<file path="config.mk">
export PLATFORM = sky130hd
export DESIGN_NAME = lagCorrelator
export DESIGN_NICKNAME = d
export VERILOG_FILES = /design/src/normCorrPkg.sv /design/src/lagCorrelator.sv
export SDC_FILE = /design/constraint.sdc
export NUM_CORES = 2
export LEC_CHECK = 0
export ABC_AREA = 1
export BUFFER_PORTS_ARGS = -buffer_cell sky130_fd_sc_hd__buf_4
export CAP_MARGIN = 20
export CELL_PAD_IN_SITES_DETAIL_PLACEMENT = 1
export CELL_PAD_IN_SITES_GLOBAL_PLACEMENT = 1
export CORE_UTILIZATION = 44
export DETAILED_ROUTE_END_ITERATION = 16
export GPL_TIMING_DRIVEN = 0
export PLACE_DENSITY_LB_ADDON = 0.3
export SYNTH_ARGS = -nofsm -noshare
export SYNTH_HDL_FRONTEND = slang
export SYNTH_SLANG_ARGS = --single-unit
</file>
<file path="constraint.sdc">
create_clock -name clk -period 8.15 [get_ports clk]
set_input_delay 0.815 -clock clk [delete_from_list [all_inputs] [get_ports clk]]
set_output_delay 0.815 -clock clk [all_outputs]
set_load 0.01 [all_outputs]
</file>
<file path="src/normCorrPkg.sv">
package normCorrPkg;

	localparam int SAMPLE_W = 16;
	localparam int ACC_W = 32;
	localparam int SHIFT_W = 4;	// Wide enough for every shift count used here

	localparam logic signed [ACC_W-1:0] ACC_MAX = 32'sh7fffffff;
	localparam logic signed [ACC_W-1:0] ACC_MIN = 32'sh80000000;
	localparam logic signed [ACC_W-1:0] ENERGY_LIMIT = 32'sd67108864;	// 2^26

	localparam logic [SHIFT_W-1:0] CONV_SHIFT = 4'd3;
	localparam logic [SHIFT_W-1:0] HFAC_UNSCALED = 4'd3;
	localparam logic [SHIFT_W-1:0] HFAC_SCALED = 4'd1;
	localparam logic [SHIFT_W-1:0] SCALE_SHIFT = 4'd2;

	// Host load targets
	localparam logic [1:0] LOAD_EXC = 2'd0;
	localparam logic [1:0] LOAD_H = 2'd1;
	localparam logic [1:0] LOAD_XN = 2'd2;

	typedef union packed {
		logic signed [ACC_W-1:0] whole;
		struct packed {
			logic [SAMPLE_W-1:0] hi;
			logic [SAMPLE_W-1:0] lo;
		} half;
	} accWord;

	typedef enum logic [2:0] {
		PH_IDLE,
		PH_CONVOLVE,
		PH_ENERGY,
		PH_CORRELATE,
		PH_UPDATE
	} phaseT;

	//////////////////////////////
	// Basic operators

	function automatic logic signed [SAMPLE_W-1:0] addSat(
		input logic signed [SAMPLE_W-1:0] a,
		input logic signed [SAMPLE_W-1:0] b
	);
		logic signed [SAMPLE_W:0] sum;
		sum = a + b;
		if (sum[SAMPLE_W] != sum[SAMPLE_W-1])
			return sum[SAMPLE_W] ? {1'b1, {(SAMPLE_W-1){1'b0}}} : {1'b0, {(SAMPLE_W-1){1'b1}}};
		return sum[SAMPLE_W-1:0];
	endfunction

	function automatic logic signed [ACC_W-1:0] lMult(
		input logic signed [SAMPLE_W-1:0] a,
		input logic signed [SAMPLE_W-1:0] b
	);
		logic signed [ACC_W-1:0] prod;
		prod = a * b;
		if (prod == 32'sh40000000)	// Only -32768 * -32768 lands here
			return ACC_MAX;
		return prod <<< 1;
	endfunction

	function automatic logic signed [ACC_W-1:0] lMac(
		input logic signed [ACC_W-1:0] acc,
		input logic signed [SAMPLE_W-1:0] a,
		input logic signed [SAMPLE_W-1:0] b
	);
		logic signed [ACC_W:0] sum;
		sum = acc + lMult(a, b);
		if (sum[ACC_W] != sum[ACC_W-1])
			return sum[ACC_W] ? ACC_MIN : ACC_MAX;
		return sum[ACC_W-1:0];
	endfunction

	function automatic logic signed [ACC_W-1:0] lShlSat(
		input logic signed [ACC_W-1:0] x,
		input logic [SHIFT_W-1:0] n
	);
		logic signed [ACC_W-1:0] r;
		r = x;
		for (int k = 0; k < (1 << SHIFT_W); k++)
		begin
			if (k < n)
			begin
				if (r > (ACC_MAX >>> 1))
					r = ACC_MAX;
				else if (r < (ACC_MIN >>> 1))
					r = ACC_MIN;
				else
					r = r <<< 1;
			end
		end
		return r;
	endfunction

	function automatic logic signed [SAMPLE_W-1:0] shrArith(
		input logic signed [SAMPLE_W-1:0] x,
		input logic [SHIFT_W-1:0] n
	);
		return x >>> n;
	endfunction

	function automatic logic signed [SAMPLE_W-1:0] extractH(input accWord w);
		return w.half.hi;
	endfunction

endpackage
</file>
<file path="src/lagCorrelator.sv">
module lagCorrelator import normCorrPkg::*; #(
	parameter int SUBFR_LEN = 40,
	parameter int MAX_LAG = 143,
	localparam int SUB_AW = $clog2(SUBFR_LEN),
	localparam int LAG_W = $clog2(MAX_LAG + 1)
) (
	input logic clk,
	input logic reset,
	input logic corrStart,
	input logic [LAG_W-1:0] lag,
	input logic signed [SAMPLE_W-1:0] excfData,
	input logic signed [SAMPLE_W-1:0] xnData,
	output logic [SUB_AW-1:0] excfRdAddr,
	output logic [SUB_AW-1:0] xnRdAddr,
	output logic resultValid,
	output logic [LAG_W-1:0] resultLag,
	output logic signed [ACC_W-1:0] resultEnergy,
	output logic signed [ACC_W-1:0] resultCorr,
	output logic corrDone
);

	localparam logic [SUB_AW-1:0] LAST = SUB_AW'(SUBFR_LEN - 1);

	logic issue, vld, firstD, lastD;
	logic [SUB_AW-1:0] idx;
	logic signed [ACC_W-1:0] energyNext, corrNext;

	// Both memories share one index
	assign excfRdAddr = idx;
	assign xnRdAddr = idx;

	// Result registers double as the running sums
	assign energyNext = lMac(firstD ? '0 : resultEnergy, excfData, excfData);
	assign corrNext = lMac(firstD ? '0 : resultCorr, xnData, excfData);
	assign corrDone = resultValid;	// Phase ends with the strobe

	always_ff @(posedge clk)
	begin
		if (reset)
		begin
			issue <= 1'b0;
			vld <= 1'b0;
			idx <= '0;
			resultValid <= 1'b0;
		end
		else
		begin
			vld <= issue;
			resultValid <= vld && lastD;
			if (corrStart)
			begin
				issue <= 1'b1;
				idx <= '0;
			end
			else if (issue)
			begin
				if (idx == LAST)
					issue <= 1'b0;
				else
					idx <= idx + 1'b1;
			end
		end
	end

	always_ff @(posedge clk)
	begin
		firstD <= (idx == '0);
		lastD <= (idx == LAST);
		if (vld)
		begin
			resultEnergy <= energyNext;
			resultCorr <= corrNext;
		end
		if (corrStart)
			resultLag <= lag;
	end

endmodule

</file>
# Word-level counts from Yosys, hierarchy flattened
# Index checks and enable logic that the tools add are counted.
# totals
regBits	83
out_inout_bits	86
wordCells	43
# classes
addsub	3
mul	2
n_eq_ne	5
mux	19
n_bitwise	1
n_reduce_logical	4
# ops
operator	n
32-bit two-way mux	12
32-bit by 32-bit adder with 33-bit output	2
32-bit equality test (second input constant)	2
16-bit by 16-bit multiplier with 32-bit output	2
1-bit two-way mux	7
6-bit by 1-bit adder with 6-bit output (second input constant)	1
6-bit equality test (second input constant)	1
6-bit zero test	1
1-bit inequality test	2
2-bit AND reduction	1
2-bit OR reduction	1
1-bit logical AND	1
1-bit NOT	1

# Logic depth before layout (Yosys ltp)
# logic_depth
ltp_word	8
mapped_depth	50
ltp_nobuf	47

# Worst setup path before layout
# OpenSTA, ideal clock, no wires.
# synth_timing
path_kind	input -> register
from	input excfData[15]
to	register resultEnergy[25] (data pin)
t_arrival_ps	8509
required_ps	7894
slack_ps	-615
stages	41
path_buffers	4
cell_sequence	clkbuf_1 clkbuf_1 nand2_1 fa_1 inv_1 fa_1 inv_1 fa_1 fa_1 fa_1 fa_1 inv_1 ha_1 nand2_1 inv_1 a221oi_1 o21ai_0 nor2_1 (+5 left out) buf_6 nand2_1 fa_1 nand3_1 nand2_1 a21boi_1 o21ai_1 a21oi_2 inv_1 nand2_1 nand2_1 nand3_1 nand3_1 nand2_1 nand2_1 buf_2 nand2_1 nand2_1
# synth_between
elab_chain_len	8
# synth_rtl
item	line_no	text
start, declared	lagCorrelator.sv:11	input logic signed [SAMPLE_W-1:0] excfData,
16-bit by 16-bit multiplier with 32-bit output (*)	normCorrPkg.sv:56	prod = a * b;
32-bit equality test	normCorrPkg.sv:57	if (prod == 32'sh40000000)
1-bit two-way mux	normCorrPkg.sv:57	
32-bit two-way mux (*)	normCorrPkg.sv:59	return prod <<< 1;
32-bit by 32-bit adder with 33-bit output (*)	normCorrPkg.sv:68	sum = acc + lMult(a, b);
32-bit two-way mux / 1-bit inequality test (equally long branches)	normCorrPkg.sv:70, normCorrPkg.sv:69	
32-bit two-way mux / 1-bit two-way mux (equally long branches)	normCorrPkg.sv:69	if (sum[ACC_W] != sum[ACC_W-1])
32-bit two-way mux (*)	normCorrPkg.sv:71	return sum[ACC_W-1:0];
named net energyNext[25]	lagCorrelator.sv:26	logic signed [ACC_W-1:0] energyNext, corrNext;
end signal, assigned	lagCorrelator.sv:71	resultEnergy <= energyNext;
end, declared	lagCorrelator.sv:17	output logic signed [ACC_W-1:0] resultEnergy,
# The timed path passes the listed nets; every way through them passes the cells marked *. The select of a mux whose other input is x is not followed.
# A chain may end at the register's enable or synchronous reset.

# Worst setup path after layout
# layout_timing
from	input excfData[7]
to	register resultEnergy[3] (data pin)
# Same word-level chain as after synthesis.

==> run summary <==
Slowest cell on the critical path: fa_1
Post-synthesis cell type count: 49
Root buf cell: clkbuf_16
EDFF count, synth: 72
Area share of the largest cell type after synthesis: 37.4%
Placed cells: 4351
DRT iter0 DRCs: 1598
Yosys warning count: 0
Synth-to-Final Area Change: 30.3%
Most frequent cells after synthesis: 912 x inv_1, 815 x nand2_1, 502 x fa_1
H-tree levels: 3
PortBufs: 109
CTS buffer count: 9
Share of cells above drive strength 1: 26.1%
Post-route DRC: 0
Setup tns final: -43.74 ns
CTS Sinks: 83
CTS tree: done
Skew final: 0.0156 ns
Finished Layout Cells: 4580
Rel. slew slack: 32.6%
Net Count, Synth: 4233
Failing checks: setup timing
Status: finished with violations
Clock Tree Buf Depth: 2
Placer congestion estimate: 0.926
Initial antenna violation count: 1
Critical Path Fanout Max: 10
# IOs: 129
Total track usage: 31.4%
Antenna cells: 0
Clock Pin Slew Worst Setup and Hold Paths: 0.07 ns
Final worst-path cycle share: 112%
Post-Syn Area: 26900 um^2
Syn Inst Count: 3460
GR Overflow Total: 0
WL per Instance: 24.1 um
Ys flop type: edfxtp_1
Vias: 25361
RSZ-0062 raised after global routing: yes
Via-to-Cell Ratio: 5.54
Total wire length: 111 mm
Latest clock arrival within the worst-skew pair: 0.38 ns
Cell repeated most along the worst path: nand2_1
Vias in the first global route: 26927
Data required, critical path: 8.27 ns
Pre-Repair DR Iteration Count: 5
Core area: 60400 um^2
Setup violators final: 64
Fin. Hold Viols: 0
Initial Utilization: 44.5%
Die ar.: 62000 um^2
Least-Margin Pin Slew: 1.01 ns
Maxcap violations: 0
Crit path DAT: 9.22 ns
Element type at the critical path end: flop
Die Width: 249 um
Routed Antenna Nets: 0
Area occupied by multi-input gates: 23400 um^2
Mean Syn Cell Area: 7.76 um^2
Post-DP HPWL: 75.4 mm
Area occupied by registers: 2390 um^2
Maximum clock frequency: 0.110 GHz
Largest net degree at the start of global routing: 66
Final Max Slew Viols: 0
CP peak stage delay: 0.66 ns
Count leader, synth: inv_1
Final setup margin: -0.946 ns
Area contributors post-synth: fa_1 37%, inv_1 13%, nand2_1 11%, ha_1 11%, edfxtp_1 8.0%
Asr flop ratio synth: 0%
Post-synth top area cell: fa_1
First-pass GRT wire length: 152 mm
Hold Crit Class: reg2reg
Crit Path Class: in2reg
Fillers: 7014
Post-CTS Hold Buffers: 0
FP Rows: 90
Seq/Total Area, Yosys: 8.87%
Crit start category: primary input
Min Tclk post-route: 9.10 ns
Die height: 249 um
FF+latch count, synth: 83
Fin nets: 4566
critical path, delay by kind of cell:
kind,cells,cell delay [ns]
fa+ha+maj,8,3.58
simple gates,16,2.12
buf+inv,13,1.77
compound gates,3,0.56
xor+xnor,1,0.31
path summary, 6_finish.rpt:
| path | start | end | slack (ns) | depth (start not counted) |
|---|---|---|---|---|
| worst max-delay path | excfData[7] | resultEnergy[3] | -0.95 | 41 |
| worst min-delay path | lastD | corrDone | 0.42 | 2 |
| worst max register to register | firstD | resultCorr[9] | 3.89 | 20 |
| worst min register to register | lastD | corrDone | 0.42 | 2 |
cells in the final DEF (no fill, tap or decap), types with 11 or more instances in the layout:
master	count
ha_1	152
nor2_2	21
clkbuf_8	15
inv_2	46
buf_4	292
edfxtp_1	72
clkbuf_4	13
nand2_4	33
o21bai_1	11
nand2_2	124
buf_8	26
o21ai_0	33
buf_6	32
nand4_1	29
nand2_1	659
o21ai_2	19
xor2_1	56
a21oi_4	24
xnor2_1	44
nor2_1	206
nor3_1	12
buf_12	14
nand3_2	16
ha_4	66
fa_2	35
a21oi_2	47
clkbuf_16	40
a21oi_1	51
nor2_4	14
fa_1	467
o21a_1	14
o21ai_1	28
a31oi_1	12
inv_1	868
nand3_1	38
metal layers:
layer,track usage [%],routed length (um),vias to the layer above
met4,10.3,6380,2
met2,55.7,55200,1070
met3,2.51,5970,400
met5,0,13,-
met1,40.4,42900,12987
li1,-,-,10902
state kept, by name, summed over array words and instances, names as in the netlist:
register / flops
vld: 1
issue: 1
resultCorr: 32
resultLag: 8
lastD: 1
firstD: 1
corrDone: 1
excfRdAddr: 6
resultEnergy: 32
repair_timing:
action / CTS / global route
setup buffers: 108 / 91
resized for setup: 534 / 383
cloned: 7 / 8
endpoints found under the setup margin: 64 / 64
pin swaps: 171 / 183
per-stage QoR:
step / hold slack [ns] / setup WS, ns / area (um^2) / utilization (%)
after floorplan: 0.395 / 0.00244 / 27300 / -
after global placement: 0.399 / -2.13 / 29100 / 48.3
after detailed placement: 0.413 / -2.23 / 29100 / 48.3
after CTS: 0.425 / -0.301 / 32800 / 54.3
after global routing: 0.458 / -1.08 / 35000 / 58.0
final: 0.417 / -0.946 / 35000 / 58.0
cell type report:
| type | count | share of cell area [%] |
|---|---|---|
| plain buffers | 120 | 4.93 |
| clock buffers | 9 | 0.643 |
| clock inverters | 7 | 0.232 |
| inverters | 916 | 9.84 |
| multi-input cells | 2340 | 66.9 |
| flip-flops and latches | 83 | 6.82 |
| well taps | 782 | 2.79 |
| repair buffers | 323 | 7.84 |
logic make-up (layout without fill, tap and decap cells):
family,count (synthesis),in the layout,share of synthesized area (%)
simple gates,1196,1196,17.8
buf+inv,1037,1375,14.8
fa+ha+maj,730,730,48.0
compound gates,292,292,6.56
xor+xnor,122,122,4.01
flops,83,83,8.87
Power is left out: the tool's default activity adds up to more than one toggle a clock period on the data nets, which glitch-free logic cannot reach.
