### src/normCorrPkg.sv
package normCorrPkg;

	localparam int SAMPLE_W = 16;
	localparam int ACC_W = 32;
	localparam int SHIFT_W = 4;	// Wide enough for every shift count used here

	localparam logic signed [ACC_W-1:0] ACC_MAX = 32'sh7fffffff;
	localparam logic signed [ACC_W-1:0] ACC_MIN = 32'sh80000000;
	localparam logic signed [ACC_W-1:0] ENERGY_LIMIT = 32'sd67108864;	// 2^26

	localparam logic [SHIFT_W-1:0] CONV_SHIFT = 4'd3;
	localparam logic [SHIFT_W-1:0] HFAC_UNSCALED = 4'd3;
	localparam logic [SHIFT_W-1:0] HFAC_SCALED = 4'd1;
	localparam logic [SHIFT_W-1:0] SCALE_SHIFT = 4'd2;

	// Host load targets
	localparam logic [1:0] LOAD_EXC = 2'd0;
	localparam logic [1:0] LOAD_H = 2'd1;
	localparam logic [1:0] LOAD_XN = 2'd2;

	typedef union packed {
		logic signed [ACC_W-1:0] whole;
		struct packed {
			logic [SAMPLE_W-1:0] hi;
			logic [SAMPLE_W-1:0] lo;
		} half;
	} accWord;

	typedef enum logic [2:0] {
		PH_IDLE,
		PH_CONVOLVE,
		PH_ENERGY,
		PH_CORRELATE,
		PH_UPDATE
	} phaseT;

	//////////////////////////////
	// Basic operators

	function automatic logic signed [SAMPLE_W-1:0] addSat(
		input logic signed [SAMPLE_W-1:0] a,
		input logic signed [SAMPLE_W-1:0] b
	);
		logic signed [SAMPLE_W:0] sum;
		sum = a + b;
		if (sum[SAMPLE_W] != sum[SAMPLE_W-1])
			return sum[SAMPLE_W] ? {1'b1, {(SAMPLE_W-1){1'b0}}} : {1'b0, {(SAMPLE_W-1){1'b1}}};
		return sum[SAMPLE_W-1:0];
	endfunction

	function automatic logic signed [ACC_W-1:0] lMult(
		input logic signed [SAMPLE_W-1:0] a,
		input logic signed [SAMPLE_W-1:0] b
	);
		logic signed [ACC_W-1:0] prod;
		prod = a * b;
		if (prod == 32'sh40000000)	// Only -32768 * -32768 lands here
			return ACC_MAX;
		return prod <<< 1;
	endfunction

	function automatic logic signed [ACC_W-1:0] lMac(
		input logic signed [ACC_W-1:0] acc,
		input logic signed [SAMPLE_W-1:0] a,
		input logic signed [SAMPLE_W-1:0] b
	);
		logic signed [ACC_W:0] sum;
		sum = acc + lMult(a, b);
		if (sum[ACC_W] != sum[ACC_W-1])
			return sum[ACC_W] ? ACC_MIN : ACC_MAX;
		return sum[ACC_W-1:0];
	endfunction

	function automatic logic signed [ACC_W-1:0] lShlSat(
		input logic signed [ACC_W-1:0] x,
		input logic [SHIFT_W-1:0] n
	);
		logic signed [ACC_W-1:0] r;
		r = x;
		for (int k = 0; k < (1 << SHIFT_W); k++)
		begin
			if (k < n)
			begin
				if (r > (ACC_MAX >>> 1))
					r = ACC_MAX;
				else if (r < (ACC_MIN >>> 1))
					r = ACC_MIN;
				else
					r = r <<< 1;
			end
		end
		return r;
	endfunction

	function automatic logic signed [SAMPLE_W-1:0] shrArith(
		input logic signed [SAMPLE_W-1:0] x,
		input logic [SHIFT_W-1:0] n
	);
		return x >>> n;
	endfunction

	function automatic logic signed [SAMPLE_W-1:0] extractH(input accWord w);
		return w.half.hi;
	endfunction

endpackage
### src/excfUpdater.sv
module excfUpdater import normCorrPkg::*; #(
	parameter int SUBFR_LEN = 40,
	parameter int MAX_LAG = 143,
	localparam int EXC_AW = $clog2(MAX_LAG + SUBFR_LEN),
	localparam int SUB_AW = $clog2(SUBFR_LEN)
) (
	input logic clk,
	input logic reset,
	input logic updStart,
	input logic [EXC_AW-1:0] excIdx,
	input logic [SHIFT_W-1:0] hFac,
	input logic [SHIFT_W-1:0] scaling,
	input logic signed [SAMPLE_W-1:0] excData,
	input logic signed [SAMPLE_W-1:0] hData,
	input logic signed [SAMPLE_W-1:0] excfData,
	output logic [EXC_AW-1:0] excAddr,
	output logic [SUB_AW-1:0] hAddr,
	output logic [SUB_AW-1:0] excfRdAddr,
	output logic excfWrEn,
	output logic [SUB_AW-1:0] excfWrAddr,
	output logic signed [SAMPLE_W-1:0] excfWrData,
	output logic updDone
);

	localparam logic [SUB_AW-1:0] LAST = SUB_AW'(SUBFR_LEN - 1);

	logic issue, vld, lastD, tail;
	logic [SUB_AW-1:0] j, jD;
	accWord prod;

	assign excAddr = excIdx;	// Same new sample for every j
	assign hAddr = j;
	assign excfRdAddr = j - 1'b1;
	assign prod.whole = lShlSat(lMult(excData, hData), hFac);

	//////////////////////////////
	// Descending j so excf[j-1] is read before it is overwritten

	always_ff @(posedge clk)
	begin
		if (reset)
		begin
			issue <= 1'b0;
			vld <= 1'b0;
			tail <= 1'b0;
			j <= LAST;
			excfWrEn <= 1'b0;
			updDone <= 1'b0;
		end
		else
		begin
			vld <= issue;
			tail <= vld && lastD;	// Extra slot for excf[0]
			excfWrEn <= vld || tail;
			updDone <= tail;
			if (updStart)
			begin
				issue <= 1'b1;
				j <= LAST;
			end
			else if (issue)
			begin
				if (j == SUB_AW'(1))
					issue <= 1'b0;
				else
					j <= j - 1'b1;
			end
		end
	end

	always_ff @(posedge clk)
	begin
		lastD <= (j == SUB_AW'(1));
		jD <= j;
		if (tail)
		begin
			excfWrAddr <= '0;
			excfWrData <= shrArith(excData, scaling);
		end
		else
		begin
			excfWrAddr <= jD;
			excfWrData <= addSat(extractH(prod), excfData);
		end
	end

endmodule

### config.mk
export PLATFORM = sky130hd
export DESIGN_NAME = excfUpdater
export DESIGN_NICKNAME = d
export VERILOG_FILES = /design/src/normCorrPkg.sv /design/src/excfUpdater.sv
export SDC_FILE = /design/constraint.sdc
export NUM_CORES = 1
export LEC_CHECK = 0
export ABC_AREA = 1
export ABC_CLOCK_PERIOD_IN_PS = 37500
export BUFFER_PORTS_ARGS = -buffer_cell sky130_fd_sc_hd__buf_2
export CORE_MARGIN = 4
export CORE_UTILIZATION = 40
export DETAILED_ROUTE_END_ITERATION = 10
export HOLD_SLACK_MARGIN = 0.1
export PLACE_DENSITY_LB_ADDON = 0.08
export SLEW_MARGIN = 20
export SYNTH_ARGS = -nofsm -noshare
export SYNTH_HDL_FRONTEND = slang
export SYNTH_SLANG_ARGS = --single-unit
### constraint.sdc
create_clock -name clk -period 37.5 [get_ports clk]
set_clock_uncertainty 0.1 [all_clocks]
set_input_delay 1.875 -clock clk [delete_from_list [all_inputs] [get_ports clk]]
set_output_delay 1.875 -clock clk [all_outputs]
set_load 0.005 [all_outputs]
# Yosys cells after proc, flatten, opt, wreduce, memory -nomap -nowiden
# Cells that the tools add are included.
# word_totals
reg_bits	40
ram_bits	0
mem_bits_ro	0
mem_count	0
latch_bits	0
out_inout_bits	44
input_bits	67
# classes
magnitude_cmp	45
bitwise	1
muxes	57
mul	1
n_addsub	2
div	0
shift	1
reduce_logical	4
n_eq_ne	3
# ops
operator	count
32-bit 2-to-1 mux	47
32-bit by 31-bit greater-than comparator with 1-bit output, second input constant	15
32-bit by 31-bit less-than comparator with 1-bit output, second input constant	15
16-bit 2-to-1 mux	4
32-bit == test, second input constant	1
16-bit by 16-bit multiplier with 32-bit output	1
4-bit less-than comparator, first input constant	7
16-bit by 16-bit adder with 17-bit output	1
3-bit by 4-bit less-than comparator with 1-bit output, first input constant	4
16-bit by 4-bit >>> shifter with 16-bit output	1
1-bit by 4-bit less-than comparator with 1-bit output, first input constant	2
2-bit by 4-bit less-than comparator with 1-bit output, first input constant	2
6-bit by 1-bit == test with 1-bit output, second input constant	1
1-bit 2-to-1 mux	6
6-bit by 1-bit subtractor with 6-bit output, second input constant	1
2-bit AND reduction	1
2-bit OR reduction	1
1-bit logical AND	1
1-bit logical OR	1
1-bit inequality test	1
1-bit inverter	1

# Depth between registers and ports, before layout
# Gate-level depths: netlist of the first run.
# depth
word_depth	70
ltp_mapped	112

# Worst setup path before layout of the first run
# OpenSTA, ideal clock, no wires.
# synth_path
path_kind	input port to flip-flop
start	input port excData[15]
end	register excfWrData[3]
arrival_ps	14465
setup_slack_ps	22799
path_buffers	6
cell_stages	102
path_cell_list	clkbuf_1 -> clkbuf_1 -> nand2_1 -> inv_1 -> fa_1 -> inv_1 -> fa_1 -> inv_1 -> fa_1 -> inv_1 -> fa_1 -> fa_1 -> fa_1 -> inv_1 -> ha_1 -> nand2_1 -> inv_1 -> a21oi_1 -> (+66 left out) -> a21oi_1 -> o21ai_0 -> a21oi_1 -> inv_1 -> a21oi_1 -> o21ai_0 -> nand3_1 -> nand2_1 -> a21oi_1 -> nor2_1 -> nor2_1 -> xor2_1 -> inv_1 -> nor2_1 -> inv_1 -> clkbuf_1 -> a21oi_1 -> o22ai_1
# synth_between
elab_chain_len	70
elab_cells_between_ends	88
classes_between	add/sub (1); mul (1); order compare (30); eq/ne (2); shift (1); mux (53)
# synth_lines
item	line	text
from (decl)	excfUpdater.sv:13	input logic signed [SAMPLE_W-1:0] excData,
16-bit by 16-bit multiplier with 32-bit output	normCorrPkg.sv:56	prod = a * b;
32-bit == test	normCorrPkg.sv:57	if (prod == 32'sh40000000)
1-bit 2-to-1 mux	normCorrPkg.sv:57	
32-bit 2-to-1 mux	normCorrPkg.sv:59	return prod <<< 1;
32-bit by 31-bit less-than comparator with 1-bit output	normCorrPkg.sv:86	else if (r < (ACC_MIN >>> 1))
32-bit 2-to-1 mux	normCorrPkg.sv:86	
32-bit 2-to-1 mux	normCorrPkg.sv:84	if (r > (ACC_MAX >>> 1))
32-bit 2-to-1 mux	normCorrPkg.sv:82	if (k < n)
(+54 left out)	-	
32-bit 2-to-1 mux	normCorrPkg.sv:84	
32-bit 2-to-1 mux	normCorrPkg.sv:82	
16-bit by 16-bit adder with 17-bit output	normCorrPkg.sv:45	sum = a + b;
1-bit inequality test	normCorrPkg.sv:46	if (sum[SAMPLE_W] != sum[SAMPLE_W-1])
1-bit 2-to-1 mux	normCorrPkg.sv:46	
1-bit 2-to-1 mux	excfUpdater.sv:75	if (tail)
16-bit 2-to-1 mux	normCorrPkg.sv:48	return sum[SAMPLE_W-1:0];
16-bit 2-to-1 mux *	excfUpdater.sv:75	
to (signal assigned)	excfUpdater.sv:78	excfWrData <= shrArith(excData, scaling);
to (signal assigned)	excfUpdater.sv:83	excfWrData <= addSat(extractH(prod), excfData);
to (decl)	excfUpdater.sv:21	output logic signed [SAMPLE_W-1:0] excfWrData,
# Every way passes the cells marked *; elsewhere a longest branch is shown, timed or not. The select of a mux whose other input is x is not followed.
# A chain may end at the register's enable or synchronous reset.

# Worst setup path in the final report of the first run
# layout_path
start	input port excData[15]
end	register excfWrData[4]
# Same word-level chain as after synthesis.

==> results.toml, run 1 <==
[run_status]
status = "complete, no violations"

[grt]
grt_pass1_wl_mm = 91.4
track_usage_pct = 21.3
grt_max_degree = 43
antenna_found_initial = 1
grt_pass1_vias = 18300
grt_overflow_total = 0

[placed_design]
gp_congestion = 0.901
dp_hpwl_mm = 46.1
dp.cells = 3581
post_dp_cell_area_mm2 = 0.0196
io_buffer_count = 94

[synthesis]
ys_types = 56
ys_seq_elements = 40
avgSynthCellArea_um2 = 6.30
yosys_warnings = 0
synth_edf_count = 0
synth_flop_cell = "dfxtp_1"
yosysSeqAreaShare_pct = 4.19
synth_area_mm2 = 0.0191
syn_inst = 3036
synth_fp_nets = 3466
ys_async_sr_fraction_pct = 0

[critical_path]
cp-start-kind = "input port"
crit_type = "in2reg"
path_max_fanout = 42
crit_top_cell = "nand2_1"
worstRegToRegCells = 5
crit_required_ns = 37.53
rrSetupSlack_ns = 35.66
end_kind = "register"
slowest_delay_ns = 0.68
r2r_start = "tail$_SDFF_PP0_"
critical_path_arrival_ns = 19.25
regToRegEndpoint = "excfWrData[5]$_DFF_P_"
crit_path_top_delay_cell = "a21oi_2"

[sta]
period_share_pct = 51.3
slew_violations = 0
fmax_mhz = 52.0
period_needed_ns = 19.22
slew-limit-headroom_pct = 29.9
rsz0062_at_grt = "no"
setup_viol_count_final = 0
hold_violations = 0
tightest_slew_ns = 1.05
setup_tns_ns = 0

[clock_tree]
clock_path_buffers = 2
worstSkewPairLatency_ns = 0.27
cts-resized-gates = 0
htreeDepth = 2
clk_pin_slew_worst_paths_ns = 0.05
cts_root_buffer = "clkbuf_16"
cts_tree = "yes"
numCtsBuffers = 5
ctsHoldBuffers = 0
numClockSinks = 40
cts_setup_buffers = 0

[drt]
detail_route.wl_per_cell_um = 15.0
ant_nets = 0
drt-initial-drc-count = 1211
num_vias = 18200
dr.pass1.iters = 6
drt-total-wl_mm = 54.0
drcViolationCount = 0
viasPerCell = 5.08

[floorplanning]
start_util_pct = 40.7
row_count = 79
die_x_um = 227
die_area_mm2 = 0.0514
boundaryPins = 111
die_h_um = 227
fp.coreArea_mm2 = 0.0470

[cells_and_area]
regArea_um2 = 801
drive_gt1_share_pct = 9.23
final_cells = 3589
layout_commonest_cell = "nand2_1"
layout_common_cells = "nand2_1 (975), inv_1 (468), fa_1 (263)"
final_core_util_pct = 42.0
nNetsFinal = 3411
design_area_mm2 = 0.0197
fill_cells = 5073
multiInputGateArea_mm2 = 0.0156
areaGrowthSynthToFinish_pct = 3.14

[flow_run]
maxCapViolCount = 0

[hold_path]
min_path_cells = 0
hold_end = "jD[4]$_DFF_P_"
min_path_type = "reg2reg"
min_from = "hAddr[4]$_SDFFE_PP0P_"
## cell usage after synthesis, types with 31 or more instances
cell | count | share of area [%]
a21oi_1 | 265 | 6.9
nand2_2 | 51 | 1.7
inv_1 | 468 | 9.2
o21ai_0 | 90 | 2.4
fa_1 | 263 | 28
or2_2 | 31 | 1.0
dfxtp_1 | 40 | 4.2
nor2_1 | 234 | 4.6
nand3_1 | 116 | 3.0
clkbuf_1 | 99 | 1.9
ha_1 | 100 | 6.5
nand2_1 | 975 | 19
## stage by stage
step                setup slack (ns)  hold slack (ns)
CTS                            18.28            0.277
global placement               18.18            0.264
finish                         18.28            0.276
floorplan                      22.80            0.267
detailed placement             18.03            0.269
global route                   16.28            0.284
## flip-flops by register name, summed over array words and instances (netlist names)
name and cells:
lastD 1, excfWrEn 1, tail 1, excfWrAddr 6
excfWrData 16, hAddr 6, updDone 1, vld 1
issue 1, jD 6
## how the worst max path moves through the flow
stage          depth (start not counted)                      to        start
5_1_grt                               89   excfWrData[4]$_DFF_P_  excData[15]
4_1_cts                               92  excfWrData[14]$_DFF_P_  excData[15]
2_1_floorplan                        102   excfWrData[3]$_DFF_P_  excData[15]
3_5_place_dp                          92   excfWrData[4]$_DFF_P_  excData[15]
6_report                              92   excfWrData[4]$_DFF_P_  excData[15]
3_3_place_gp                          88  excfWrData[14]$_DFF_P_     hData[1]
## routing by layer
metal  GRT usage (%)  vias up  wire length [um]
li1                -     9168                 -
met1            31.2     8689             26600
met2            35.7      323             25000
met3           0.971       54              1660
met4            3.14        0               789
met5               0        -                 0
## layout make-up
type	count	area share (%)
inverter	502	9.56
clock buffer	6	0.653
multi-input combinational	2334	79.3
sequential	40	4.06
timing repair buffer	98	2.54
antenna	1	0.0127
tap	607	3.85
clock inverter	1	0.0254
## critical path: cells and delay by family
kind | cells | cell delay [ns]
buf+inv | 9 | 1.95
fa+ha+maj | 9 | 3.94
simple gates | 59 | 8.56
compound gates | 15 | 2.81
## logic make-up (layout without fill, tap and decap cells)
logic type | Yosys count | count (layout) | share of synthesized area (%)
simple gates | 1482 | 1482 | 32.5
buf+inv | 662 | 607 | 14.1
compound gates | 448 | 448 | 13.3
fa+ha+maj | 363 | 363 | 34.1
flops | 40 | 40 | 4.19
xor+xnor | 36 | 36 | 1.65
mux | 5 | 5 | 0.262
other cells | 0 | 1 | 0
Power of run 1 is not shown: default switching activity piles up to over one toggle a cycle in this logic, so the estimate is an artifact.
==> run 2: changes to the inputs <==
--- a/config.mk
+++ b/config.mk
@@ -6,7 +6,7 @@
 export NUM_CORES = 1
 export LEC_CHECK = 0
 export ABC_AREA = 1
-export ABC_CLOCK_PERIOD_IN_PS = 37500
+export ABC_CLOCK_PERIOD_IN_PS = 16000
 export BUFFER_PORTS_ARGS = -buffer_cell sky130_fd_sc_hd__buf_2
 export CORE_MARGIN = 4
 export CORE_UTILIZATION = 40
==> constraint.sdc (replaced) <==
create_clock -name clk -period 16 [get_ports clk]
set_clock_uncertainty 0.1 [all_clocks]
set_input_delay 0.8 -clock clk [delete_from_list [all_inputs] [get_ports clk]]
set_output_delay 0.8 -clock clk [all_outputs]
set_load 0.005 [all_outputs]
==> run 2 against run 1 <==
Sequential cell count did not move. Routed wire length rose by 4.2%. Utilization rose by 1.2 points. Register-to-register slack got worse by 22 ns. Setup slack got worse by 17 ns. Worst hold slack improved by 0.0020 ns.
==> results.toml, run 2 (synthesis gave the netlist of run 1 again) <==
[critical_path]
crit_required_ns = 16.03
startpoint = "hData[2]"
rrSetupSlack_ns = 14.12
crit_family = "simple AND/OR/NAND/NOR gates"
cp-start-kind = "input port"
critical_path_arrival_ns = 14.79
crit_cells = 100
endpoint = "excfWrData[1]$_DFF_P_"
r2r_start = "tail$_SDFF_PP0_"
end_kind = "register"
crit_type = "in2reg"
worstRegToRegCells = 3
regToRegEndpoint = "excfWrData[8]$_DFF_P_"
timing.critical_path.buf_inv = 14
slowest_delay_ns = 0.54
path_max_fanout = 37
crit_path_top_delay_cell = "fa_1"
crit_top_cell = "nand2_1"

[placed_design]
pre_cts_ws_ns = -0.349
gp_congestion = 0.892
io_buffer_count = 94
post_dp_cell_area_mm2 = 0.0198
dp_hpwl_mm = 47.6
dp.cells = 3610

[sta]
slew_violations = 0
setup_viol_count_final = 0
period_needed_ns = 14.76
period_share_pct = 92.3
postLayoutSetupSlackWorst_ns = 1.24
setup_tns_ns = 0
hold_violations = 0
tightest_slew_ns = 1.01
slew-limit-headroom_pct = 32.7
fmax_mhz = 67.7

[cells_and_area]
layout_common_cells = "nand2_1 (971), inv_1 (464), a21oi_1 (260), fa_1 (260), nor2_1 (233)"
design_area_mm2 = 0.0203
largest_reg_flops = 16
nNetsFinal = 3456
areaGrowthSynthToFinish_pct = 6.11
layout_commonest_cell = "nand2_1"
largest-register = "excfWrData"
drive_gt1_share_pct = 11.3
final_cells = 3636
fill_cells = 5049

[clock_tree]
ctsHoldBuffers = 0
cts_root_buffer = "clkbuf_16"
clk_pin_slew_worst_paths_ns = 0.06
htreeDepth = 2
numCtsBuffers = 5
numClockSinks = 40
worstSkewPairLatency_ns = 0.28
clock_path_buffers = 2
cts_tree = "yes"

[hold_path]
min_path_type = "reg2reg"
min_path_cells = 0

[drt]
drt-initial-drc-count = 1126
detail_route.wl_per_cell_um = 15.5
dr.pass1.iters = 5
drt-total-wl_mm = 56.2
num_vias = 18500
viasPerCell = 5.09
drcViolationCount = 0
ant_nets = 0

[grt]
antenna_found_initial = 2
busiest_layer = "met2"
grt_max_degree = 38
grt_pass1_vias = 18300
grt_overflow_total = 0
grt_use_met1_pct = 31.8
grtUsageMet3_pct = 1.93
grt_pass1_wl_mm = 92.7
track_usage_pct = 21.7
use_met2_pct = 35.8

[floorplanning]
start_util_pct = 40.7
fp.coreArea_mm2 = 0.0470
boundaryPins = 111
die_h_um = 227
die_x_um = 227
row_count = 79
die_area_mm2 = 0.0514

[run_status]
status = "complete, no violations"

[flow_run]
maxCapViolCount = 0
-- run 2: repair_timing --
| action | CTS | global route |
|---|---|---|
| endpoints found under the setup margin | 10 | 16 |
| buffers inserted | 1 | 13 |
| gates resized for setup | 5 | 52 |
| gates cloned | 0 | 2 |
| pin swaps | 0 | 8 |
-- run 2: layout make-up --
class / count / area (um2) / share of cell area [%]
inverters: 502 / 1900 / 9.35
diodes: 2 / 5.00 / 0.0247
flip-flops and latches: 40 / 801 / 3.95
multi-input cells: 2336 / 15800 / 77.8
clock inverters: 3 / 18.8 / 0.0925
repair buffers: 141 / 897 / 4.42
clock buffers: 5 / 125 / 0.616
well taps: 607 / 759 / 3.74
-- run 2: per-layer routing --
layer  vias up  wire length [um]
met5         -                 0
met4         0               982
met3        62              2740
met2       436             25400
met1      8761             27100
li1       9255                 -
-- run 2: how the worst min path moves through the flow --
stage | start | to | slack (ns)
2_1_floorplan | hAddr[4]$_SDFFE_PP0P_ | jD[4]$_DFF_P_ | 0.27
3_3_place_gp | hAddr[5]$_SDFFE_PP1P_ | jD[5]$_DFF_P_ | 0.26
3_5_place_dp | hAddr[5]$_SDFFE_PP1P_ | jD[5]$_DFF_P_ | 0.26
4_1_cts | hAddr[5]$_SDFFE_PP1P_ | jD[5]$_DFF_P_ | 0.27
5_1_grt | hAddr[4]$_SDFFE_PP0P_ | jD[4]$_DFF_P_ | 0.29
6_report | hAddr[5]$_SDFFE_PP1P_ | jD[5]$_DFF_P_ | 0.28
-- run 2: metrics by stage --
stage / util (%) / hold WS (ns)
after floorplan: - / 0.267
after detailed placement: 42.2 / 0.265
after CTS: 42.5 / 0.273
final: 43.2 / 0.278
after global routing: 43.2 / 0.293
after global placement: 42.2 / 0.263
Power of run 2 is left out for the same reason.
