## config.mk

```make
export PLATFORM = sky130hd
export DESIGN_NAME = corrSequencer
export DESIGN_NICKNAME = d
export VERILOG_FILES = /design/src/normCorrPkg.sv /design/src/corrSequencer.sv
export SDC_FILE = /design/constraint.sdc
export NUM_CORES = 1
export LEC_CHECK = 0
export ABC_AREA = 1
export BUFFER_PORTS_ARGS = -buffer_cell sky130_fd_sc_hd__clkbuf_2
export CORE_UTILIZATION = 48
export CTS_CLUSTER_DIAMETER = 30
export DETAILED_ROUTE_END_ITERATION = 6
export GPL_ROUTABILITY_DRIVEN = 0
export PLACE_DENSITY = 0.79
export RECOVER_POWER = 50
export SYNTH_ARGS = -nofsm -noshare
export SYNTH_HDL_FRONTEND = slang
export SYNTH_SLANG_ARGS = --single-unit
```

## constraint.sdc

```tcl
create_clock -name clk -period 1.76 [get_ports clk]
set_clock_uncertainty 0.15 [all_clocks]
set_input_delay 0.088 -clock clk [delete_from_list [all_inputs] [get_ports clk]]
set_output_delay 0.088 -clock clk [all_outputs]
set_load 0.005 [all_outputs]
```

## src/normCorrPkg.sv

```systemverilog
package normCorrPkg;

	localparam int SAMPLE_W = 16;
	localparam int ACC_W = 32;
	localparam int SHIFT_W = 4;	// Wide enough for every shift count used here

	localparam logic signed [ACC_W-1:0] ACC_MAX = 32'sh7fffffff;
	localparam logic signed [ACC_W-1:0] ACC_MIN = 32'sh80000000;
	localparam logic signed [ACC_W-1:0] ENERGY_LIMIT = 32'sd67108864;	// 2^26

	localparam logic [SHIFT_W-1:0] CONV_SHIFT = 4'd3;
	localparam logic [SHIFT_W-1:0] HFAC_UNSCALED = 4'd3;
	localparam logic [SHIFT_W-1:0] HFAC_SCALED = 4'd1;
	localparam logic [SHIFT_W-1:0] SCALE_SHIFT = 4'd2;

	// Host load targets
	localparam logic [1:0] LOAD_EXC = 2'd0;
	localparam logic [1:0] LOAD_H = 2'd1;
	localparam logic [1:0] LOAD_XN = 2'd2;

	typedef union packed {
		logic signed [ACC_W-1:0] whole;
		struct packed {
			logic [SAMPLE_W-1:0] hi;
			logic [SAMPLE_W-1:0] lo;
		} half;
	} accWord;

	typedef enum logic [2:0] {
		PH_IDLE,
		PH_CONVOLVE,
		PH_ENERGY,
		PH_CORRELATE,
		PH_UPDATE
	} phaseT;

	//////////////////////////////
	// Basic operators

	function automatic logic signed [SAMPLE_W-1:0] addSat(
		input logic signed [SAMPLE_W-1:0] a,
		input logic signed [SAMPLE_W-1:0] b
	);
		logic signed [SAMPLE_W:0] sum;
		sum = a + b;
		if (sum[SAMPLE_W] != sum[SAMPLE_W-1])
			return sum[SAMPLE_W] ? {1'b1, {(SAMPLE_W-1){1'b0}}} : {1'b0, {(SAMPLE_W-1){1'b1}}};
		return sum[SAMPLE_W-1:0];
	endfunction

	function automatic logic signed [ACC_W-1:0] lMult(
		input logic signed [SAMPLE_W-1:0] a,
		input logic signed [SAMPLE_W-1:0] b
	);
		logic signed [ACC_W-1:0] prod;
		prod = a * b;
		if (prod == 32'sh40000000)	// Only -32768 * -32768 lands here
			return ACC_MAX;
		return prod <<< 1;
	endfunction

	function automatic logic signed [ACC_W-1:0] lMac(
		input logic signed [ACC_W-1:0] acc,
		input logic signed [SAMPLE_W-1:0] a,
		input logic signed [SAMPLE_W-1:0] b
	);
		logic signed [ACC_W:0] sum;
		sum = acc + lMult(a, b);
		if (sum[ACC_W] != sum[ACC_W-1])
			return sum[ACC_W] ? ACC_MIN : ACC_MAX;
		return sum[ACC_W-1:0];
	endfunction

	function automatic logic signed [ACC_W-1:0] lShlSat(
		input logic signed [ACC_W-1:0] x,
		input logic [SHIFT_W-1:0] n
	);
		logic signed [ACC_W-1:0] r;
		r = x;
		for (int k = 0; k < (1 << SHIFT_W); k++)
		begin
			if (k < n)
			begin
				if (r > (ACC_MAX >>> 1))
					r = ACC_MAX;
				else if (r < (ACC_MIN >>> 1))
					r = ACC_MIN;
				else
					r = r <<< 1;
			end
		end
		return r;
	endfunction

	function automatic logic signed [SAMPLE_W-1:0] shrArith(
		input logic signed [SAMPLE_W-1:0] x,
		input logic [SHIFT_W-1:0] n
	);
		return x >>> n;
	endfunction

	function automatic logic signed [SAMPLE_W-1:0] extractH(input accWord w);
		return w.half.hi;
	endfunction

endpackage
```

## src/corrSequencer.sv

```systemverilog
module corrSequencer import normCorrPkg::*; #(
	parameter int SUBFR_LEN = 40,
	parameter int MAX_LAG = 143,
	localparam int EXC_AW = $clog2(MAX_LAG + SUBFR_LEN),
	localparam int LAG_W = $clog2(MAX_LAG + 1)
) (
	input logic clk,
	input logic reset,
	input logic start,
	input logic [LAG_W-1:0] tMin,
	input logic [LAG_W-1:0] tMax,
	input logic convDone,
	input logic energyDone,
	input logic corrDone,
	input logic updDone,
	output phaseT phase,
	output logic convStart,
	output logic energyStart,
	output logic corrStart,
	output logic updStart,
	output logic [LAG_W-1:0] lag,
	output logic [EXC_AW-1:0] excIdx,
	output logic busy,
	output logic done
);

	assign excIdx = EXC_AW'(MAX_LAG - lag);	// Address of exc[-lag]

	always_ff @(posedge clk)
	begin
		if (reset)
		begin
			phase <= PH_IDLE;
			convStart <= 1'b0;
			energyStart <= 1'b0;
			corrStart <= 1'b0;
			updStart <= 1'b0;
			lag <= '0;
			busy <= 1'b0;
			done <= 1'b0;
		end
		else
		begin
			convStart <= 1'b0;
			energyStart <= 1'b0;
			corrStart <= 1'b0;
			updStart <= 1'b0;
			done <= 1'b0;
			case (phase)
				PH_IDLE:
				begin
					if (start)
					begin
						busy <= 1'b1;
						lag <= tMin;
						phase <= PH_CONVOLVE;
						convStart <= 1'b1;
					end
				end
				PH_CONVOLVE:
				begin
					if (convDone)
					begin
						phase <= PH_ENERGY;
						energyStart <= 1'b1;
					end
				end
				PH_ENERGY:
				begin
					if (energyDone)
					begin
						phase <= PH_CORRELATE;
						corrStart <= 1'b1;
					end
				end
				PH_CORRELATE:
				begin
					if (corrDone && lag == tMax)	// No update after the last lag
					begin
						phase <= PH_IDLE;
						busy <= 1'b0;
						done <= 1'b1;
					end
					else if (corrDone)
					begin
						lag <= lag + 1'b1;
						phase <= PH_UPDATE;
						updStart <= 1'b1;
					end
				end
				PH_UPDATE:
				begin
					if (updDone)
					begin
						phase <= PH_CORRELATE;
						corrStart <= 1'b1;
					end
				end
				default: phase <= PH_IDLE;
			endcase
		end
	end

endmodule

```

After elaboration in Yosys (flattened, before gate mapping) --
Index checks and enable logic that the tools add are counted.
Cells by class: add/sub/neg operators 2, equality and inequality tests 13, shift operators 0, $mul 0, reductions and logical operators 10, divide/modulo/power cells 0, muxes and demuxes 21, bitwise logic cells 3, $lt $le $gt $ge 0
Operators with widths (count):
- 8-bit 2-to-1 mux | 3
- 3-bit 2-to-1 mux | 6
- 8-bit case mux with 2 select lines | 1
- 3-bit case mux with 5 select lines | 1
- 2-bit != test, second input constant | 7
- 8-bit by 1-bit adder with 8-bit output, second input constant | 1
- 8-bit == test | 1
- 1-bit 2-to-1 mux | 8
- 8-bit subtractor, first input constant | 1
- 3-bit by 2-bit == test with 1-bit output, second input constant | 2
- 2-bit OR reduction | 3
- 5-bit AND reduction | 1
- 1-bit case mux with 2 select lines | 2
- 4-bit AND reduction | 1
- 3-bit by 1-bit == test with 1-bit output, second input constant | 1
- 3-bit == test, second input constant | 1
- 3-bit logical NOT | 1
- 3-bit != test, second input constant | 1
- 1-bit NOT | 3
- 3-bit AND reduction | 1
- 3-bit OR reduction | 1
- 2-bit nonzero test | 1
- 1-bit logical AND | 1
Word-level totals: latch bits 0, bits in writable memories 0, register bits 17, memories kept 0, logic and storage cells 57, output and inout bits 25, bits in read-only memories 0, input port bits 23

Depth between registers and ports, before layout --
Gate-level depths: netlist (run 1).
depth after elaboration 4, mapped depth 13

Worst setup path after synthesis (run 1) --
OpenSTA, ideal clock, no wires.
path kind flip-flop to flip-flop, from register lag[5], to register lag[7], period minus slack after synthesis 1.526 ns, path slack 0.234 ns, path buffers 0, arrival time 1.262 ns, cell stages (with the launch flop) 12, required time 1.496 ns, cells stage by stage dfxtp_1 -> inv_1 -> nand2_1 -> o21ai_0 -> nor2_2 -> nand3_2 -> nand2_4 -> nand2_8 -> nand2_4 -> nand2_1 -> nand2_1 -> nor2_2
On the way: word-level cells in the longest chain between the ends 4, elaborated cells between the ends (all ways) 8, classes of those cells add/sub (1); eq/ne (2); mux (3); reduce/logical (2)
RTL lines:
- start, declared | RTL line corrSequencer.sv:21 | output logic [LAG_W-1:0] lag,
- start signal, assigned | RTL line corrSequencer.sv:55 | lag <= tMin;
- start signal, assigned | RTL line corrSequencer.sv:86 | lag <= lag + 1'b1;
- 8-bit by 1-bit adder with 8-bit output or 8-bit == test (tied branches) | RTL line corrSequencer.sv:86, corrSequencer.sv:78
- 8-bit 2-to-1 mux or 1-bit logical AND (tied branches) | RTL line corrSequencer.sv:84, corrSequencer.sv:78
- 8-bit 2-to-1 mux or 2-bit != test (tied branches)
- 8-bit case mux with 2 select lines or 4-bit AND reduction (tied branches)
Several ways; a longest one is shown, not always the timed one. The select of a mux whose other input is x is not followed. A chain may end at the register's enable or synchronous reset.

Worst setup path after layout (run 1) --
from register lag[4], to output port excIdx[6]
On the way: word-level cells in the longest chain between the ends 1
RTL lines:
- 8-bit subtractor | RTL line corrSequencer.sv:27 | assign excIdx = EXC_AW'(MAX_LAG - lag);
- end, declared | RTL line corrSequencer.sv:22 | output logic [EXC_AW-1:0] excIdx,
Every way passes these cells.

==> results of run 1 <==
==> metal layers <==
metal / part of all wire (%) / vias up
met5: 0 / -
met4: 1.7 / 0
met3: 4.9 / 7
met2: 48 / 41
met1: 46 / 637
li1: - / 756
==> registers in the layout, summed over array words and instances (netlist names) <==
name	flops
lag	8
phase	3
busy	1
convStart	1
corrStart	1
done	1
energyStart	1
updStart	1
==> Yosys cell counts (4+ instances only) <==
cell and n:
inv_2 7, xor2_1 4, nor2_2 8, a21oi_1 10
nand3_1 13, o21ai_0 8, dfxtp_1 17, nor2_1 14
nand2_1 55, inv_1 17
==> worst max-delay path: stages, from the launching register on <==
cell and delay, ps:
dfxtp_1 430, buf_4 160, inv_1 70, ha_1 190, xnor2_1 130, clkbuf_2 130
==> layout make-up <==
| type | instances | area [sq um] | share of cell area, % |
|---|---|---|---|
| Multi-Input combinational cell | 146 | 785 | 44.9 |
| Timing Repair Buffer | 70 | 433 | 24.8 |
| Sequential cell | 17 | 345 | 19.8 |
| Inverter | 27 | 118 | 6.74 |
| Tap cell | 30 | 37.5 | 2.15 |
| Clock buffer | 3 | 22.5 | 1.29 |
| Clock inverter | 1 | 5.00 | 0.287 |
==> power by group through the flow <==
stage,clock network [mW],logic (mW),registers (mW)
global route,0.252,1.62,0.660
finish,0.230,1.46,0.642
floorplan,0,0.961,0.648
global placement,0,1.40,0.640
CTS,0.231,1.47,0.635
detailed placement,0,1.41,0.644
==> worst max-delay path by stage <==
stage	start	endpoint	slack [ps]
after floorplan	lag[5]	lag[7]	230
after global placement	lag[0]	lag[6]	90
after detailed placement	lag[2]	lag[7]	100
after CTS	lag[0]	lag[4]	70
after global routing	lag[4]	excIdx[6]	4
final	lag[4]	excIdx[6]	100
==> cell families (layout without fill, tap and decap cells) <==
kind of cell / after synthesis / count (layout) / synth area share (%)
AND/OR/NAND/NOR: 113 / 113 / 44.8
buffers and inverters: 30 / 101 / 10.6
AO/OA/AOI/OAI: 23 / 23 / 9.64
flip-flops: 17 / 17 / 27.0
XOR/XNOR: 7 / 7 / 4.87
adder cells (fa/ha/maj): 3 / 3 / 2.98
==> repair_timing <==
item | CTS | global route
hold buffers | 16 | 0
endpoints found under the hold margin | 13 | 0
resized for setup | 0 | 4
endpoints found under the setup margin | 0 | 5
==> per-stage QoR <==
| step | area (sq um) | cells | worst slack [ps] |
|---|---|---|---|
| finish | 1750 | 294 | 100 |
| global route | 1750 | 294 | 3.77 |
| CTS | 1760 | 294 | 69.7 |
| detailed placement | 1570 | 274 | 104 |
| global placement | 1570 | 274 | 90.4 |
| floorplan | 1260 | 193 | 234 |
==> run_results.csv, run 1 <==
group,metric,value,unit
min_path,hold_path_class,"input port to flip-flop",
floorplan,placementRows,18,
global_routing,grt-ovfl-total,0,
sta,rsz0062_at_grt,"no",
power,p_leak,0.891,nW
yosys,yosys_warnings,0,
power,power_frac_comb,62.6,%
min_path,min_path_cells,5,
yosys,async_reset_ff_share,0,%
yosys,ys_ff_latch,17,
detailed_routing,drt_wl_total,3320,microns
yosys,synth_area_leaders,"dfxtp_1, nand2_1, nand3_1, inv_1, nor2_1",
worst_setup_path,start_kind,"flip-flop",
global_routing,grtUsageTotal,25.0,%
clocking,cts_root_buf,"clkbuf_4",
yosys,netlist_area,1260,sq um
power,total_switching_power,1.13,mW
power,power.internal,1.21,mW
sta,finalCritPeriodShare,94.3,%
floorplan,core,2480,sq um
worst_setup_path,path_class,"flip-flop to primary output",
cells_and_area,final_common_cell,"nand2_1",
detailed_routing,avgRoutedWirePerCell,11.3,microns
detailed_routing,drc_errors,0,
yosys,synth_top_area_share,27.0,%
clocking,cts_tree,"built",
placed_design,hpwl,2320,microns
floorplan,die_w,53.2,microns
global_routing,grt_max_degree,11,
cells_and_area,drive_gt1_share,30.3,%
sta,fmax,0.603,GHz
yosys,synth_nets,219,
power,pwr-share-clk,9.9,%
cells_and_area,antennaDiodeCount,0,
detailed_routing,vias,1441,
floorplan,start_util,50.8,%
cells_and_area,nNetsFinal,291,
sta,setup_violations,0,
power,power,2.33,mW
sta,relSlewSlack,79.6,%
worst_setup_path,worstReg2RegEnd,"corrStart",
worst_setup_path,path_max_fanout,5,
power,vdd_drop_max,0.000898,V
cells_and_area,layout_common_cells,"nand2_1, clkbuf_2, inv_1",
clocking,clock_path_buffers,2,
flow_run,cap_violations,0,
clocking,clk_latency,310,ps
cells_and_area,area_delta_synth_final,38.7,%
global_routing,grt_pass1_vias,1141,
placed_design,numPortBuffers,47,
detailed_routing,via_per_inst,4.90,
detailed_routing,drt_iter0_markers,27,
sta,tns,0,ps
sta,worstMarginPinSlew,304,ps
min_path,holdCritStartpoint,"tMax[0]",
global_routing,antenna_found_initial,0,
worst_setup_path,crit_required,1520,ps
sta,fin_crit,1660,ps
clocking,cts-buffers-inserted,3,
global_routing,grt_pass1_wl,5070,microns
clocking,clock_sinks,17,
power,switching_share,48.3,%
floorplan,dieArea,2830,sq um
worst_setup_path,arrival,1420,ps
yosys,synth_cell_types,33,
clocking,clkTransAtPathRegs,120,ps
detailed_routing,ant_nets,0,
worst_setup_path,reg2reg_from,"phase[1]",
floorplan,io_pins,48,
power,pwr-share-seq,27.5,%
clocking,cts_setup_buffers,0,
sta,holdWs,9.69,ps
worst_setup_path,ff2ff_path_depth,5,
global_routing,grt_util_met3,4.31,%
cells_and_area,fillers,209,
floorplan,die_h,53.2,microns
min_path,min_to,"done",
yosys,synth_top_cell_by_area,"dfxtp_1",
global_routing,use_met1,32.1,%
worst_setup_path,r2r_slack,110,ps
yosys,synth_edf_count,0,
worst_setup_path,worst_setup_path_end_kind,"primary output",
cells_and_area,fin_util,70.5,%
clocking,htreeDepth,1,
yosys,ys_seq_area_share,27.0,%
sta,final_max_slew_viol_count,0,
yosys,syn_inst,193,
global_routing,met2_usage,41.5,%
power,power.density,1340,nW/um^2
sta,hold_violations,0,
yosys,avgSynthCellArea,6.52,sq um
run_status,status,"complete, no violations",
global_routing,grt_busiest_layer,"met2",
yosys,ys_dominant_reg_cell,"dfxtp_1",
detailed_routing,dr.pass1.iters,4,
Power figures use the tool's default switching activity.
==> run 2, diff against run 1 <==
Settings changed: ABC_AREA 1 to 0, CORE_UTILIZATION 48 to 47.
==> run_results.csv, run 2 <==
group,metric,value,unit
sta,setup_violations,10,
run_status,violations,"setup timing",
sta,finalCritPeriodShare,114,%
yosys,synth.area.mux_share,4.03,%
worst_setup_path,cp-startpoint,"lag[3]",
cells_and_area,fin_util,78.0,%
cells_and_area,nNetsFinal,238,
detailed_routing,via_per_inst,6.10,
cells_and_area,largest_reg_flops,8,
yosys,synth_top_area_share,30.5,%
floorplan,die_w,50.8,microns
clocking,clk_latency,290,ps
worst_setup_path,reg2reg_from,"lag[3]",
worst_setup_path,worst-path-stages,6,
cells_and_area,top_regs,"lag x8, phase x3",
sta,hold_violations,0,
floorplan,start_util,50.0,%
worst_setup_path,slowest_stage,"or4_4",
yosys,synth-simple-area-share,24.2,%
floorplan,placementRows,17,
worst_setup_path,slowest_delay,470,ps
clocking,clock_path_buffers,2,
global_routing,grtUsageTotal,34.4,%
floorplan,dieArea,2580,sq um
worst_setup_path,path_class,"flip-flop to flip-flop",
sta,relSlewSlack,71.9,%
yosys,yosys_warnings,0,
yosys,ys_dominant_reg_cell,"dfxtp_1",
clocking,clock_sinks,17,
floorplan,io_pins,48,
cells_and_area,largest_register,"lag",
detailed_routing,ant_nets,0,
flow_run,cap_violations,0,
worst_setup_path,worst_setup_path_end_kind,"flip-flop",
worst_setup_path,ff2ff_path_depth,6,
yosys,synth_compound_area_share,24.6,%
power,p_leak,0.794,nW
sta,worstMarginPinSlew,418,ps
clocking,cts_root_buf,"clkbuf_4",
yosys,async_reset_ff_share,0,%
cells_and_area,antennaDiodeCount,0,
cells_and_area,stdcell_count,239,
cells_and_area,final_common_cell,"clkbuf_2",
yosys,synthAdderAreaFrac,3.36,%
placed_design,numPortBuffers,47,
clocking,htreeDepth,1,
sta,final_max_slew_viol_count,0,
detailed_routing,drt_wl_total,4160,microns
worst_setup_path,path_max_fanout,6,
worst_setup_path,arrival,2070,ps
worst_setup_path,critPathTopFamily,"compound AO/OA/AOI/OAI gates",
yosys,synth_top_cell_by_area,"dfxtp_1",
worst_setup_path,r2r_slack,-240,ps
yosys,synth_cell_types,44,
yosys,synth_top_family_by_area,"compound AO/OA/AOI/OAI gates",
min_path,holdCritStartpoint,"tMin[3]",
power,power.density,928,nW/um^2
yosys,synth-xor-area-share,6.27,%
sta,rsz0062_at_grt,"yes",
sta,tns,-1540,ps
global_routing,grt_max_degree,17,
floorplan,core,2230,sq um
yosys,synth_nets,163,
placed_design,hpwl,2500,microns
detailed_routing,drc_errors,0,
global_routing,grt_pass1_wl,6490,microns
worst_setup_path,start_kind,"flip-flop",
power,vdd_drop_max,0.000895,V
sta,fmax,0.500,GHz
yosys,synth_edf_count,0,
yosys,ys_ff_latch,17,
worst_setup_path,worstReg2RegEnd,"lag[7]",
floorplan,die_h,50.8,microns
detailed_routing,drt_iter0_markers,60,
min_path,hold_path_class,"input port to flip-flop",
worst_setup_path,cp_cell_sequence,"inv_2, a221o_1, or4_4, o21ai_4, buf_6, mux2i_1",
worst_setup_path,path_buf_inv,2,
detailed_routing,avgRoutedWirePerCell,17.4,microns
yosys,ys_seq_area_share,30.5,%
detailed_routing,vias,1459,
detailed_routing,dr.pass1.iters,5,
cells_and_area,layout_common_cells,"clkbuf_2, buf_4, nand2_1",
yosys,synth_area_leaders,"dfxtp_1, xnor2_1, nand2_1, o32ai_1, a21oi_1",
worst_setup_path,cp-endpoint,"lag[7]",
run_status,status,"complete, but fails checks",
cells_and_area,fillers,144,
sta,worst_slack,-239,ps
sta,fin_crit,2000,ps
global_routing,grt_pass1_vias,1396,
clocking,clkTransAtPathRegs,100,ps
global_routing,grt-ovfl-total,0,
yosys,avgSynthCellArea,8.16,sq um
global_routing,antenna_found_initial,0,
yosys,yosysMostFrequentCell,"dfxtp_1",
cells_and_area,drive_gt1_share,49.3,%
clocking,cts_tree,"built",
worst_setup_path,crit_required,1830,ps
yosys,yosys-top-cells-count,"dfxtp_1, nand2_1, inv_1",
yosys,syn_inst,137,
yosys,netlist_area,1120,sq um
cells_and_area,area_delta_synth_final,56.0,%
placed_design,placedCellCount,224,
clocking,cts-buffers-inserted,3,
run 2: cells by family after synthesis:
| group | Yosys count |
|---|---|
| simple gates | 48 |
| compound gates | 37 |
| buf+inv | 20 |
| flops | 17 |
| xor+xnor | 8 |
| mux | 4 |
| fa+ha+maj | 3 |
run 2: what timing repair did:
action	CTS	global route
hold buffers	6	0
endpoints found under the hold margin	6	0
setup buffers	4	1
endpoints found under the setup margin	9	12
pin swaps	8	2
resized for setup	11	9
run 2: how the worst min path moves through the flow:
stage,to,slack (ps),cells past startpoint
6_report,lag[3],9,5
5_1_grt,lag[3],50,5
4_1_cts,lag[3],10,5
3_5_place_dp,energyStart,210,3
3_3_place_gp,energyStart,200,3
2_1_floorplan,energyStart,90,2
run 2: worst reg2reg max path: stages, from the launching register on:
cell and delay, ps:
dfxtp_4 360, inv_2 40, a221o_1 370, or4_4 470, o21ai_4 190, buf_6 160, mux2i_1 190
run 2: area by class of cell:
type | instances | area [sq um] | area share (%)
Inverter | 11 | 41.3 | 2.37
Multi-Input combinational cell | 100 | 778 | 44.7
Clock buffer | 4 | 26.3 | 1.51
Timing Repair Buffer | 79 | 509 | 29.2
Sequential cell | 17 | 353 | 20.2
Tap cell | 28 | 35.0 | 2.01
run 2: routing by layer:
metal	vias up	global-route usage [%]	part of all wire, %
met5	-	0	0
met4	0	11.6	5.3
met3	24	8.79	8.2
met2	101	60.4	49
met1	682	40.0	37
li1	652	-	-
run 2: power breakdown:
part	leakage, nW	internal (mW)	switching [mW]
combinational	0.636	0.434	0.449
clock	0.0150	0.0882	0.119
sequential	0.143	0.451	0.0752
run 2: through the flow:
step / power, mW / instance area (sq um) / setup slack [ps] / hold WS, ps
CTS: 1.54 / 1700 / -191 / 10.0
floorplan: 0.931 / 1130 / -266 / 88.3
global placement: 1.24 / 1520 / -165 / 200
finish: 1.62 / 1740 / -239 / 8.62
global route: 1.70 / 1740 / -259 / 45.0
detailed placement: 1.27 / 1520 / -239 / 213
